<file path="src/verilog/PipeCtrlPkg.sv">
//~~~~~~~~~~~~~~~~~~~~~~~~~~~~~~~~~~~~~~~~~~~~~~~~~~~~~~~~~~~~
// Pipeline control package
// Shared widths, stage indices, descriptors and control structs
//~~~~~~~~~~~~~~~~~~~~~~~~~~~~~~~~~~~~~~~~~~~~~~~~~~~~~~~~~~~~
package PipeCtrlPkg;

    localparam int TagW      = 8;
    localparam int RegAddrW  = 5;
    localparam int NumStages = 7;

    // Bit positions in the wr and flush vectors
    localparam int StPreIf = 0;
    localparam int StIf    = 1;
    localparam int StId    = 2;
    localparam int StExe   = 3;
    localparam int StMem   = 4;
    localparam int StMem2  = 5;
    localparam int StWb    = 6;

    // Stage at whose end a result becomes forwardable
    typedef enum logic [1:0] {rdyExe, rdyMem, rdyMem2, rdyWb} readyStage_e;

    typedef struct packed {
        logic                valid;
        logic [TagW-1:0]     tag;
        logic [RegAddrW-1:0] destReg;
        logic [RegAddrW-1:0] src1Reg;
        logic [RegAddrW-1:0] src2Reg;
        readyStage_e         ready;
        logic                isMulDiv;
        logic                isBranch;
        logic                mispredict;
        logic                likelyTaken;
    } instrInfo_t;

    typedef struct packed {
        instrInfo_t preIf;
        instrInfo_t fetch;    // IF stage
        instrInfo_t id;
        instrInfo_t exe;
        instrInfo_t mem;
        instrInfo_t mem2;
        instrInfo_t wb;
    } pipeStages_t;

    typedef struct packed {
        logic iTlbStall;
        logic dTlbStall;
        logic iCacheBusy;
        logic dCacheBusy;
    } memStall_t;

    typedef struct packed {
        logic exeHazard;
        logic mem1Hazard;
        logic mem2Hazard;
    } hazard_t;

    typedef struct packed {
        logic [NumStages-1:0] wr;      // Bit 0 is PREIF
        logic [NumStages-1:0] flush;
        logic                 idDisWr;
        logic                 exeDisWr;
        logic                 memDisWr;
        logic                 wbDisWr;
    } pipeCtrl_t;

    // Listed from highest to lowest priority
    typedef enum logic [3:0] {
        caseDStall,
        caseIStall,
        caseMulDiv,
        caseException,
        caseMem2Hazard,
        caseMem1Hazard,
        caseExeHazard,
        caseMispredict,
        caseRun
    } ctrlCase_e;

endpackage

</file>
<file path="src/verilog/Control.sv">
//~~~~~~~~~~~~~~~~~~~~~~~~~~~~~~~~~~~~~~~~~~~~~~~~~~~~~~~~~~~~
// Pipeline controller
// Fixed-priority choice of stall/flush case, giving per-stage
// write enables, flushes, disable-writes and cache levels
//~~~~~~~~~~~~~~~~~~~~~~~~~~~~~~~~~~~~~~~~~~~~~~~~~~~~~~~~~~~~
`timescale 1ns/1ps

module Control (
    input  PipeCtrlPkg::memStall_t   memStall,
    input  PipeCtrlPkg::hazard_t     hazard,
    input  logic                     mulDivBusy,
    input  logic                     flushException,
    input  PipeCtrlPkg::pipeStages_t stages,
    output PipeCtrlPkg::pipeCtrl_t   ctrl,
    output logic                     iReqValid,
    output logic                     dReqValid,
    output logic                     iCacheStall,
    output logic                     dCacheStall
);
    import PipeCtrlPkg::*;

    ctrlCase_e ctrlCase;
    logic      mispredict;
    logic      likelyFlush;
    logic      anyHazard;

    assign mispredict  = stages.exe.valid && stages.exe.isBranch && stages.exe.mispredict;
    assign likelyFlush = stages.exe.valid && stages.exe.isBranch && stages.exe.likelyTaken;
    assign anyHazard   = hazard.exeHazard || hazard.mem1Hazard || hazard.mem2Hazard;

    always_comb begin
        if (memStall.dTlbStall || memStall.dCacheBusy) begin
            ctrlCase = caseDStall;
        end else if (memStall.iTlbStall || memStall.iCacheBusy) begin
            ctrlCase = caseIStall;
        end else if (mulDivBusy) begin
            ctrlCase = caseMulDiv;
        end else if (flushException) begin
            ctrlCase = caseException;
        end else if (hazard.mem2Hazard) begin
            ctrlCase = caseMem2Hazard;
        end else if (hazard.mem1Hazard) begin
            ctrlCase = caseMem1Hazard;
        end else if (hazard.exeHazard) begin
            ctrlCase = caseExeHazard;
        end else if (mispredict) begin
            ctrlCase = caseMispredict;
        end else begin
            ctrlCase = caseRun;
        end
    end

    always_comb begin
        ctrl        = '0;
        iCacheStall = 1'b0;
        dCacheStall = 1'b0;
        unique case (ctrlCase)
            caseDStall, caseIStall, caseMulDiv: begin
                // Whole pipe frozen
                ctrl.memDisWr = 1'b1;
                ctrl.wbDisWr  = 1'b1;
                iCacheStall   = 1'b1;
                dCacheStall   = 1'b1;
            end
            caseException: begin
                ctrl.wr       = 7'b1100001;
                ctrl.flush    = 7'b0011110;   // IF through MEM
                ctrl.memDisWr = 1'b1;
            end
            caseMem2Hazard: begin
                ctrl.wr       = 7'b1100000;
                ctrl.flush    = 7'b0100000;   // Bubble into MEM2
                ctrl.memDisWr = 1'b1;
                iCacheStall   = 1'b1;
            end
            caseMem1Hazard: begin
                ctrl.wr     = 7'b1110000;
                ctrl.flush  = 7'b0010000;     // Bubble into MEM
                iCacheStall = 1'b1;
            end
            caseExeHazard: begin
                ctrl.wr      = 7'b1111000;
                ctrl.flush   = 7'b0001000;    // Bubble into EXE
                ctrl.idDisWr = 1'b1;
                iCacheStall  = 1'b1;
            end
            caseMispredict: begin
                ctrl.wr           = 7'b1111001;
                ctrl.flush        = 7'b0000110;
                ctrl.flush[StExe] = likelyFlush;  // Annul delay slot
            end
            default: begin
                ctrl.wr           = '1;
                ctrl.flush[StExe] = likelyFlush;
            end
        endcase
        // HILO write block, independent of the case row
        ctrl.exeDisWr = flushException || hazard.mem1Hazard || mulDivBusy;
    end

    assign iReqValid = !(flushException || anyHazard || mispredict);
    assign dReqValid = !flushException;

    // Hazard rows bubble with iCacheStall alone, a frozen pipe never flushes
    always_comb begin
        if (dCacheStall) begin
            noFlushInStall : assert (ctrl.flush == '0)
                else $error("flush raised while the pipe is frozen");
        end
    end

endmodule

</file>
<file path="src/verilog/HazardDetect.sv">
//~~~~~~~~~~~~~~~~~~~~~~~~~~~~~~~~~~~~~~~~~~~~~~~~~~~~~~~~~~~~
// Hazard detector
// Read-after-write check of the ID sources against EXE, MEM
// and MEM2 destinations whose result is not yet ready
//~~~~~~~~~~~~~~~~~~~~~~~~~~~~~~~~~~~~~~~~~~~~~~~~~~~~~~~~~~~~
`timescale 1ns/1ps

module HazardDetect (
    input  PipeCtrlPkg::pipeStages_t stages,
    output PipeCtrlPkg::hazard_t     hazard
);
    import PipeCtrlPkg::*;

    // Producer sitting in stage atStage cannot forward to consumer yet
    function automatic logic rawHit(
        input instrInfo_t  prod,
        input instrInfo_t  cons,
        input readyStage_e atStage
    );
        logic srcMatch;
        srcMatch = (prod.destReg == cons.src1Reg) || (prod.destReg == cons.src2Reg);
        rawHit   = prod.valid && cons.valid
                && (prod.destReg != '0)     // r0 never conflicts
                && srcMatch
                && (prod.ready > atStage);
    endfunction

    always_comb begin
        hazard.exeHazard  = rawHit(stages.exe,  stages.id, rdyExe);
        hazard.mem1Hazard = rawHit(stages.mem,  stages.id, rdyMem);
        hazard.mem2Hazard = rawHit(stages.mem2, stages.id, rdyMem2);
    end

endmodule

</file>
<file path="src/verilog/MulDivBusy.sv">
//~~~~~~~~~~~~~~~~~~~~~~~~~~~~~~~~~~~~~~~~~~~~~~~~~~~~~~~~~~~~
// Multiply/divide occupancy counter
// Keeps EXE busy for MulDivCycles cycles after a mul/div enters
//~~~~~~~~~~~~~~~~~~~~~~~~~~~~~~~~~~~~~~~~~~~~~~~~~~~~~~~~~~~~
`timescale 1ns/1ps

module MulDivBusy #(
    parameter int MulDivCycles = 4
) (
    input  logic                     clk,
    input  logic                     reset,
    input  PipeCtrlPkg::pipeStages_t stages,
    input  PipeCtrlPkg::pipeCtrl_t   ctrl,
    output logic                     mulDivBusy
);
    import PipeCtrlPkg::*;

    localparam int CntW = $clog2(MulDivCycles + 1);

    logic [CntW-1:0] count;
    logic            issue;

    // ID mul/div actually lands in EXE on this edge
    assign issue = stages.id.valid && stages.id.isMulDiv
                && ctrl.wr[StExe] && !ctrl.flush[StExe];

    always_ff @(posedge clk) begin
        if (reset) begin
            count <= '0;
        end else if (issue) begin
            count <= CntW'(MulDivCycles);
        end else if (count != '0) begin
            count <= count - CntW'(1);
        end
    end

    assign mulDivBusy = (count != '0);

    busyOwner : assert property (@(posedge clk) disable iff (reset)
        mulDivBusy |-> stages.exe.valid && stages.exe.isMulDiv)
        else $error("mul/div busy without a mul/div in EXE");

endmodule

</file>
<file path="src/verilog/PipeCtrlTop.sv">
//~~~~~~~~~~~~~~~~~~~~~~~~~~~~~~~~~~~~~~~~~~~~~~~~~~~~~~~~~~~~
// Pipeline control top level
// Stage chain, hazard detector, mul/div counter and controller
//~~~~~~~~~~~~~~~~~~~~~~~~~~~~~~~~~~~~~~~~~~~~~~~~~~~~~~~~~~~~
`timescale 1ns/1ps

module PipeCtrlTop #(
    parameter int MulDivCycles = 4
) (
    input  logic                    clk,
    input  logic                    reset,
    input  PipeCtrlPkg::instrInfo_t fetchInstr,
    input  PipeCtrlPkg::memStall_t  memStall,
    input  logic                    flushException,
    output logic                    fetchTake,
    output logic                    retireValid,
    output PipeCtrlPkg::instrInfo_t retire,
    output PipeCtrlPkg::pipeCtrl_t  ctrl,
    output logic                    iReqValid,
    output logic                    dReqValid,
    output logic                    iCacheStall,
    output logic                    dCacheStall
);
    import PipeCtrlPkg::*;

    pipeStages_t stages;
    hazard_t     hazard;
    logic        mulDivBusy;

    StageChain u_StageChain (
        .clk         (clk),
        .reset       (reset),
        .fetchInstr  (fetchInstr),
        .ctrl        (ctrl),
        .iReqValid   (iReqValid),
        .stages      (stages),
        .fetchTake   (fetchTake),
        .retireValid (retireValid),
        .retire      (retire)
    );

    HazardDetect u_HazardDetect (
        .stages (stages),
        .hazard (hazard)
    );

    MulDivBusy #(
        .MulDivCycles (MulDivCycles)
    ) u_MulDivBusy (
        .clk        (clk),
        .reset      (reset),
        .stages     (stages),
        .ctrl       (ctrl),
        .mulDivBusy (mulDivBusy)
    );

    Control u_Control (
        .memStall       (memStall),
        .hazard         (hazard),
        .mulDivBusy     (mulDivBusy),
        .flushException (flushException),
        .stages         (stages),
        .ctrl           (ctrl),
        .iReqValid      (iReqValid),
        .dReqValid      (dReqValid),
        .iCacheStall    (iCacheStall),
        .dCacheStall    (dCacheStall)
    );

endmodule

</file>
<file path="src/verilog/StageChain.sv">
//~~~~~~~~~~~~~~~~~~~~~~~~~~~~~~~~~~~~~~~~~~~~~~~~~~~~~~~~~~~~
// Stage chain
// Seven descriptor registers from PREIF to WB, written, held
// or bubbled per stage by the controller
//~~~~~~~~~~~~~~~~~~~~~~~~~~~~~~~~~~~~~~~~~~~~~~~~~~~~~~~~~~~~
`timescale 1ns/1ps

module StageChain (
    input  logic                     clk,
    input  logic                     reset,
    input  PipeCtrlPkg::instrInfo_t  fetchInstr,
    input  PipeCtrlPkg::pipeCtrl_t   ctrl,
    input  logic                     iReqValid,
    output PipeCtrlPkg::pipeStages_t stages,
    output logic                     fetchTake,
    output logic                     retireValid,
    output PipeCtrlPkg::instrInfo_t  retire
);
    import PipeCtrlPkg::*;

    instrInfo_t stageQ  [NumStages];
    instrInfo_t stageIn [NumStages];

    // Fetch only accepted when PREIF moves and the I-side may request
    assign fetchTake = ctrl.wr[StPreIf] && iReqValid;

    always_comb begin
        stageIn[StPreIf] = fetchTake ? fetchInstr : '0;
        for (int k = 1; k < NumStages; k++) begin
            stageIn[k] = stageQ[k-1];
        end
    end

    // Flush wins over write
    always_ff @(posedge clk) begin
        if (reset) begin
            for (int k = 0; k < NumStages; k++) begin
                stageQ[k] <= '0;
            end
        end else begin
            for (int k = 0; k < NumStages; k++) begin
                if (ctrl.flush[k]) begin
                    stageQ[k] <= '0;         // Bubble
                end else if (ctrl.wr[k]) begin
                    stageQ[k] <= stageIn[k];
                end
            end
        end
    end

    always_comb begin
        stages.preIf = stageQ[StPreIf];
        stages.fetch = stageQ[StIf];
        stages.id    = stageQ[StId];
        stages.exe   = stageQ[StExe];
        stages.mem   = stageQ[StMem];
        stages.mem2  = stageQ[StMem2];
        stages.wb    = stageQ[StWb];
    end

    assign retire      = stageQ[StWb];
    assign retireValid = stageQ[StWb].valid && ctrl.wr[StWb] && !ctrl.wbDisWr;

    // WB must not move on the edge after a disable-write cycle
    wbHoldCheck : assert property (@(posedge clk) disable iff (reset)
        ctrl.wbDisWr && !ctrl.flush[StWb] |=> $stable(stageQ[StWb]))
        else $error("WB stage loaded while wbDisWr was high");

endmodule
</file>
<file path="config.mk">
export PLATFORM = sky130hd
export DESIGN_NAME = PipeCtrlTop
export DESIGN_NICKNAME = d
export VERILOG_FILES = /design/src/verilog/PipeCtrlPkg.sv /design/src/verilog/Control.sv /design/src/verilog/HazardDetect.sv /design/src/verilog/MulDivBusy.sv /design/src/verilog/PipeCtrlTop.sv /design/src/verilog/StageChain.sv
export SDC_FILE = /design/constraint.sdc
export NUM_CORES = 1
export LEC_CHECK = 0
export ABC_AREA = 0
export BUFFER_PORTS_ARGS = -buffer_cell sky130_fd_sc_hd__buf_2
export CAP_MARGIN = 20
export CORE_ASPECT_RATIO = 1.2
export CORE_MARGIN = 2
export CORE_UTILIZATION = 40
export DETAILED_ROUTE_END_ITERATION = 16
export PLACE_DENSITY = 0.59
export SYNTH_ARGS = -nofsm -noshare
export SYNTH_HDL_FRONTEND = slang
export SYNTH_SLANG_ARGS = --single-unit
</file>
<file path="constraint.sdc">
create_clock -name clk -period 6.1 [get_ports clk]
set_input_delay 0.61 -clock clk [delete_from_list [all_inputs] [get_ports clk]]
set_output_delay 0.61 -clock clk [all_outputs]
set_load 0.005 [all_outputs]
</file>
==> flow_summary.json, run 1 <==
{
  "outcome": "finished, final reports clean",
  "worst_slack_ns": 2.08,
  "tightestPinTransition_ns": 0.962,
  "fin_crit_ns": 4.02,
  "max-cap-violations": 0,
  "report.final.hold_viol_count": 0,
  "wl_um": 15600,
  "worstPathRequired_ns": 5.49,
  "path_depth": 10,
  "htreeDepth": 1,
  "path_cells": "inv_1, ha_1, nor2b_1, a211oi_2, nor3_2, a21oi_1, o2bb2ai_2, buf_4, o32ai_1, buf_2",
  "ant_nets": 0,
  "seq_area_sq_mm": 0.00637,
  "detail_route.iter0.violations": 236,
  "p_per_area_mw_per_mm2": 327,
  "multi_input_area_sq_mm": 0.00262,
  "cts_setup_buffers": 0,
  "path_clk_slew_ns": 0.06,
  "core.rowCount": 61,
  "grt_antenna_before_repair": 0,
  "core_sq_mm": 0.0230,
  "setup_viol": 0,
  "crit_slowest_cell": "o32ai_1",
  "cp-end-kind": "output port",
  "worstHoldPathType": "in2reg",
  "rsz0062_at_grt": "no",
  "start_util_pct": 40.4,
  "numCtsBuffers": 23,
  "peakVddDrop_v": 0.000186,
  "cts_buffer_depth": 3,
  "slew_violations": 0,
  "die_h_um": 171,
  "fin_setup_tns_ns": 0,
  "first_global_vias": 5066,
  "die_w_um": 143,
  "antenna_cells": 0,
  "grt_overflow_total": 0,
  "boundaryPins": 91,
  "synth-seq-area-share_pct": 68.4,
  "synthCells": 637,
  "area_growth_pct": 15.1,
  "rr_startpoint": "u_MulDivBusy.count[0]",
  "port_buffers": 88,
  "cts_tree": "yes",
  "leakagePower_nw": 3.84,
  "clock_tree.root_cell": "clkbuf_16",
  "pre_cts_ws_ns": 2.62,
  "vias_per_cell": 4.75,
  "layout.nets": 757,
  "synth-edff-count": 210,
  "cp-startpoint": "u_MulDivBusy.count[0]",
  "reg2reg_slack_ns": 2.67,
  "crit_path_end": "ctrl[7]",
  "drive_gt1_share_pct": 25.1,
  "cp_top_family": "compound AO/OA/AOI/OAI gates",
  "period_share_pct": 65.9,
  "holdBufCountCts": 0,
  "timing.rr.end": "u_StageChain.stageQ[0][43]",
  "arrival_ns": 3.41,
  "fillers": 2100,
  "timing.slew.headroom_pct": 35.9,
  "max_stage_delay_ns": 0.48,
  "ys_seq_elements": 213,
  "grt_first_pass_wirelength_um": 26000,
  "yosysWarnings": 0,
  "synthArstFlopShare_pct": 0,
  "clk_latency_ns": 0.50,
  "drc": 0,
  "synth_flop_cell": "edfxtp_1",
  "post_cts_resized": 0,
  "crit_buf_inv": 3,
  "num_vias": 4986,
  "wl_per_cell_um": 14.9,
  "grt_max_degree": 91,
  "gp_congestion": 0.823,
  "r2r_cells": 10,
  "drtPass1Iterations": 4,
  "dp_hpwl_um": 10400,
  "clock-sinks": 213,
  "clock_skew_ns": 0.00837,
  "path_max_fanout": 37,
  "avgSynthCellArea_sq_um": 14.6,
  "path_class": "reg2out",
  "yosysTopAreaCellShare_pct": 67.7,
  "syn-cell-area_sq_mm": 0.00931,
  "yosys.area.top_type": "edfxtp_1",
  "synth_cell_types": 54,
  "die-area_sq_mm": 0.0245,
  "timing.fmax_mhz": 249,
  "crit_path_start_kind": "flip-flop",
  "grtUsageTotal_pct": 13.2,
  "synth.area.top_cells": "edfxtp_1, and2_1, nor4b_2, nor2b_1, xnor2_1"
}
[through the flow]
stage          power, W  std cells  cell area, sq um  util, %  hold slack [ns]
2_1_floorplan   0.00211        638              9320        -            0.497
3_3_place_gp    0.00221       1004              9920     43.0            0.505
3_5_place_dp    0.00223       1005              9950     43.2            0.505
4_1_cts         0.00354       1046             10700     46.3            0.358
5_1_grt         0.00366       1049             10700     46.5            0.368
6_report        0.00350       1049             10700     46.5            0.378
[metal layers]
metal	GRT usage, %	vias to the layer above	routed length [um]
met4	4.48	0	382
li1	-	2451	-
met1	16.3	2386	6660
met2	23.4	119	7830
met3	2.32	30	732
met5	0	-	0
[synthesized netlist by cell type, types with 2 or more instances]
master / n
a22oi_1: 3
nor4b_2: 30
a211oi_1: 6
a31oi_1: 2
inv_1: 12
and2_1: 121
a21oi_1: 30
buf_2: 5
nor3_1: 5
nor2_1: 16
ha_1: 2
a311oi_1: 2
edfxtp_1: 210
xnor2_1: 21
a211oi_2: 3
clkbuf_2: 3
o22ai_2: 2
clkbuf_1: 11
buf_6: 13
dfxtp_1: 3
xor2_1: 10
and3_1: 4
buf_1: 2
nor3_2: 2
nand3_1: 8
nand2_1: 40
nor2b_1: 31
o21ai_0: 5
buf_4: 10
[cell families (layout without fill, tap and decap cells)]
| kind of cell | Yosys count | count (layout) | synth area share (%) |
|---|---|---|---|
| AND/OR/NAND/NOR | 267 | 267 | 19.5 |
| flip-flops | 213 | 213 | 68.4 |
| AO/OA/AOI/OAI | 65 | 65 | 4.98 |
| buffers and inverters | 57 | 153 | 3.86 |
| XOR/XNOR | 31 | 31 | 2.92 |
| adder cells (fa/ha/maj) | 2 | 2 | 0.269 |
| other | 1 | 2 | 0.0403 |
| multiplexers | 1 | 1 | 0.121 |
[how the worst min path moves through the flow]
stage / startpoint / endpoint / slack [ns] / cells after the start
floorplan: u_StageChain.stageQ[0][0] / u_StageChain.stageQ[0][30] / 0.50 / 1
global placement: u_StageChain.stageQ[0][48] / u_StageChain.stageQ[0][78] / 0.50 / 1
detailed placement: u_StageChain.stageQ[0][15] / u_StageChain.stageQ[0][45] / 0.50 / 1
CTS: fetchInstr[17] / u_StageChain.stageQ[0][17] / 0.36 / 2
global route: fetchInstr[9] / u_StageChain.stageQ[0][9] / 0.37 / 2
finish: fetchInstr[9] / u_StageChain.stageQ[0][9] / 0.38 / 2
[layout make-up]
class                   instances  share of cell area [%]
flip-flops and latches        213                    59.4
multi-input cells             368                    24.4
clock buffers                  31                    5.84
repair buffers                 99                    5.39
well taps                     315                    3.68
clock inverters                10                   0.805
inverters                      13                   0.455
[cell usage in the layout (no fill, tap or decap), types with 2 or more instances in the layout]
| cell | Yosys | layout |
|---|---|---|
| and2_1 | 121 | 121 |
| nand2_1 | 40 | 40 |
| buf_8 | 0 | 2 |
| nand3_1 | 8 | 8 |
| nor4b_2 | 30 | 30 |
| ha_1 | 2 | 2 |
| dfxtp_1 | 3 | 3 |
| buf_4 | 10 | 7 |
| nor3_1 | 5 | 5 |
| a22oi_2 | 1 | 3 |
| clkinv_2 | 0 | 5 |
| inv_1 | 12 | 12 |
| clkbuf_16 | 0 | 23 |
| buf_2 | 5 | 88 |
| nor2_1 | 16 | 16 |
| o21ai_0 | 5 | 4 |
| nor2b_1 | 31 | 31 |
| a311oi_1 | 2 | 2 |
| clkbuf_1 | 11 | 6 |
| buf_16 | 0 | 2 |
| xnor2_1 | 21 | 21 |
| a211oi_2 | 3 | 3 |
| nor3_2 | 2 | 2 |
| and3_1 | 4 | 3 |
| clkinv_1 | 1 | 2 |
| edfxtp_1 | 210 | 210 |
| a21oi_1 | 30 | 30 |
| xor2_1 | 10 | 10 |
| a211oi_1 | 6 | 6 |
| clkbuf_8 | 0 | 2 |
| conb_1 | 1 | 2 |
[sequential cells by signal (all words and copies together), names as in the netlist]
name / flops
u_StageChain.stageQ: 210
u_MulDivBusy.count: 3
[report_power, final]
part,internal [W],total (W),leakage (nW),switching (W)
Clock,0.000765,0.00130,0.351,0.000534
Combinational,0.000136,0.000366,1.34,0.000230
Sequential,0.00178,0.00184,2.15,0.0000617
Total,0.00268,0.00350,3.84,0.000826
(Power assumes the default switching activity.)
==> inputs of run 2 (changes only) <==
- clock period: 6.1 -> 4.2 ns (I/O delays scaled with it)
==> flow_summary.json, run 2 (synthesis results as in run 1) <==
{
  "rsz0062_at_grt": "no",
  "arrival_ns": 3.30,
  "grt_max_degree": 91,
  "cp-end-kind": "output port",
  "core_sq_mm": 0.0230,
  "drc": 0,
  "cts_setup_buffers": 0,
  "drive_gt1_share_pct": 24.9,
  "crit_slowest_cell": "nor2b_1",
  "power_frac_seq_pct": 53.0,
  "setup_viol": 0,
  "top_register": "u_StageChain.stageQ",
  "die-area_sq_mm": 0.0245,
  "wl_um": 15800,
  "grtUsageTotal_pct": 13.3,
  "vias_per_cell": 4.72,
  "clock_skew_ns": 0.0194,
  "fin_crit_ns": 3.72,
  "switching_share_pct": 23.8,
  "outcome": "finished, final reports clean",
  "grt_first_pass_wirelength_um": 25900,
  "cts_buffer_depth": 3,
  "die_w_um": 143,
  "worst_slack_ns": 0.484,
  "worstHoldPathType": "in2reg",
  "grt_antenna_before_repair": 0,
  "wl_per_cell_um": 15.0,
  "clock_tree.root_cell": "clkbuf_16",
  "cts_tree": "yes",
  "gp_congestion": 0.856,
  "max-cap-violations": 0,
  "first_global_vias": 4962,
  "path_cells": "inv_1, ha_1, nor2b_1, a211oi_2, nor3_2, a21oi_1, o2bb2ai_2, buf_4, o32ai_1, buf_2",
  "path_class": "reg2out",
  "drtPass1Iterations": 5,
  "layout.nets": 759,
  "clock-sinks": 213,
  "reg2reg_slack_ns": 0.98,
  "port_buffers": 88,
  "crit_path_start_kind": "flip-flop",
  "dp_hpwl_um": 10600,
  "period_share_pct": 88.5,
  "start_util_pct": 40.4,
  "top_regs": "u_StageChain.stageQ: 210 flops, u_MulDivBusy.count: 3 flops",
  "timing.fmax_mhz": 269,
  "antenna_cells": 0,
  "core.rowCount": 61,
  "holdBufCountCts": 0,
  "slew_violations": 0,
  "fillers": 2086,
  "share_comb_of_total_power_pct": 10.5,
  "utilization_pct": 46.4,
  "die_h_um": 171,
  "numCtsBuffers": 23,
  "num_vias": 4955,
  "clk_latency_ns": 0.51,
  "grt_overflow_total": 0,
  "max_stage_delay_ns": 0.43,
  "timing.slew.headroom_pct": 38.6,
  "p_int_w": 0.00384,
  "switchingPower_w": 0.00120,
  "peakVddDrop_v": 0.000367,
  "final_cell_mix": "edfxtp_1, and2_1, buf_2",
  "report.final.hold_viol_count": 0,
  "boundaryPins": 91,
  "post_cts_resized": 0,
  "crit_buf_inv": 3,
  "tightestPinTransition_ns": 0.921,
  "largest_register_ffs": 210,
  "leakagePower_nw": 3.82,
  "p_clk_share_pct": 36.5,
  "fin_setup_tns_ns": 0,
  "layout_commonest_cell": "edfxtp_1",
  "power_w": 0.00504,
  "ant_nets": 0,
  "p_per_area_mw_per_mm2": 471,
  "pre_cts_ws_ns": 0.933,
  "area_growth_pct": 14.7,
  "detail_route.iter0.violations": 294,
  "worstPathRequired_ns": 3.78,
  "path_clk_slew_ns": 0.06,
  "path_max_fanout": 36,
  "cp_top_family": "compound AO/OA/AOI/OAI gates",
  "htreeDepth": 1
}
[run 2: cell count changes in the layout (fill, tap and decap cells not counted), sizes merged]
cell and delta:
clkinv +5, clkbuf -6, buf +2
[run 2: power groups by stage]
| stage | sequential [W] | clock (W) | combinational [W] |
|---|---|---|---|
| after global routing | 0.00269 | 0.00197 | 0.000591 |
| after detailed placement | 0.00271 | 0 | 0.000527 |
| after CTS | 0.00267 | 0.00189 | 0.000530 |
| after floorplan | 0.00270 | 0 | 0.000371 |
| final | 0.00267 | 0.00184 | 0.000530 |
| after global placement | 0.00271 | 0 | 0.000510 |
[run 2: area by class of cell]
class	count	area (sq um)	area share [%]
well taps	315	394	3.69
flip-flops and latches	213	6370	59.6
clock inverters	15	108	1.01
inverters	13	48.8	0.457
multi-input cells	368	2620	24.5
repair buffers	101	566	5.29
clock buffers	25	583	5.46
[run 2: stage by stage]
step	std cells	area (sq um)	hold slack (ns)
after floorplan	638	9320	0.497
after global placement	1007	9940	0.502
after detailed placement	1009	9980	0.502
after CTS	1049	10700	0.169
after global routing	1050	10700	0.171
final	1050	10700	0.181
[run 2: worst reg2reg max path, cell delays in order, from the launching register on]
cell	delay [ns]
dfxtp_1	0.29
inv_1	0.11
ha_1	0.19
nor2b_1	0.43
a211oi_2	0.18
nor3_2	0.42
a21oi_1	0.18
o2bb2ai_2	0.19
buf_4	0.28
a22oi_2	0.21
buf_4	0.38
[run 2: worst paths after layout]
check | cells after the start | endpoint | start
worst max-delay path | 10 | ctrl[7] | u_MulDivBusy.count[0]
worst min-delay path | 2 | u_StageChain.stageQ[0][1] | fetchInstr[1]
worst max register to register | 10 | u_StageChain.stageQ[0][2] | u_MulDivBusy.count[0]
worst min register to register | 1 | u_StageChain.stageQ[0][30] | u_StageChain.stageQ[0][0]
[run 2: metal layers]
layer | GRT usage (%) | part of all wire (%)
met5 | 0 | 0
met1 | 16.9 | 42
met2 | 22.3 | 49
met3 | 2.60 | 5.4
met4 | 5.58 | 3.3
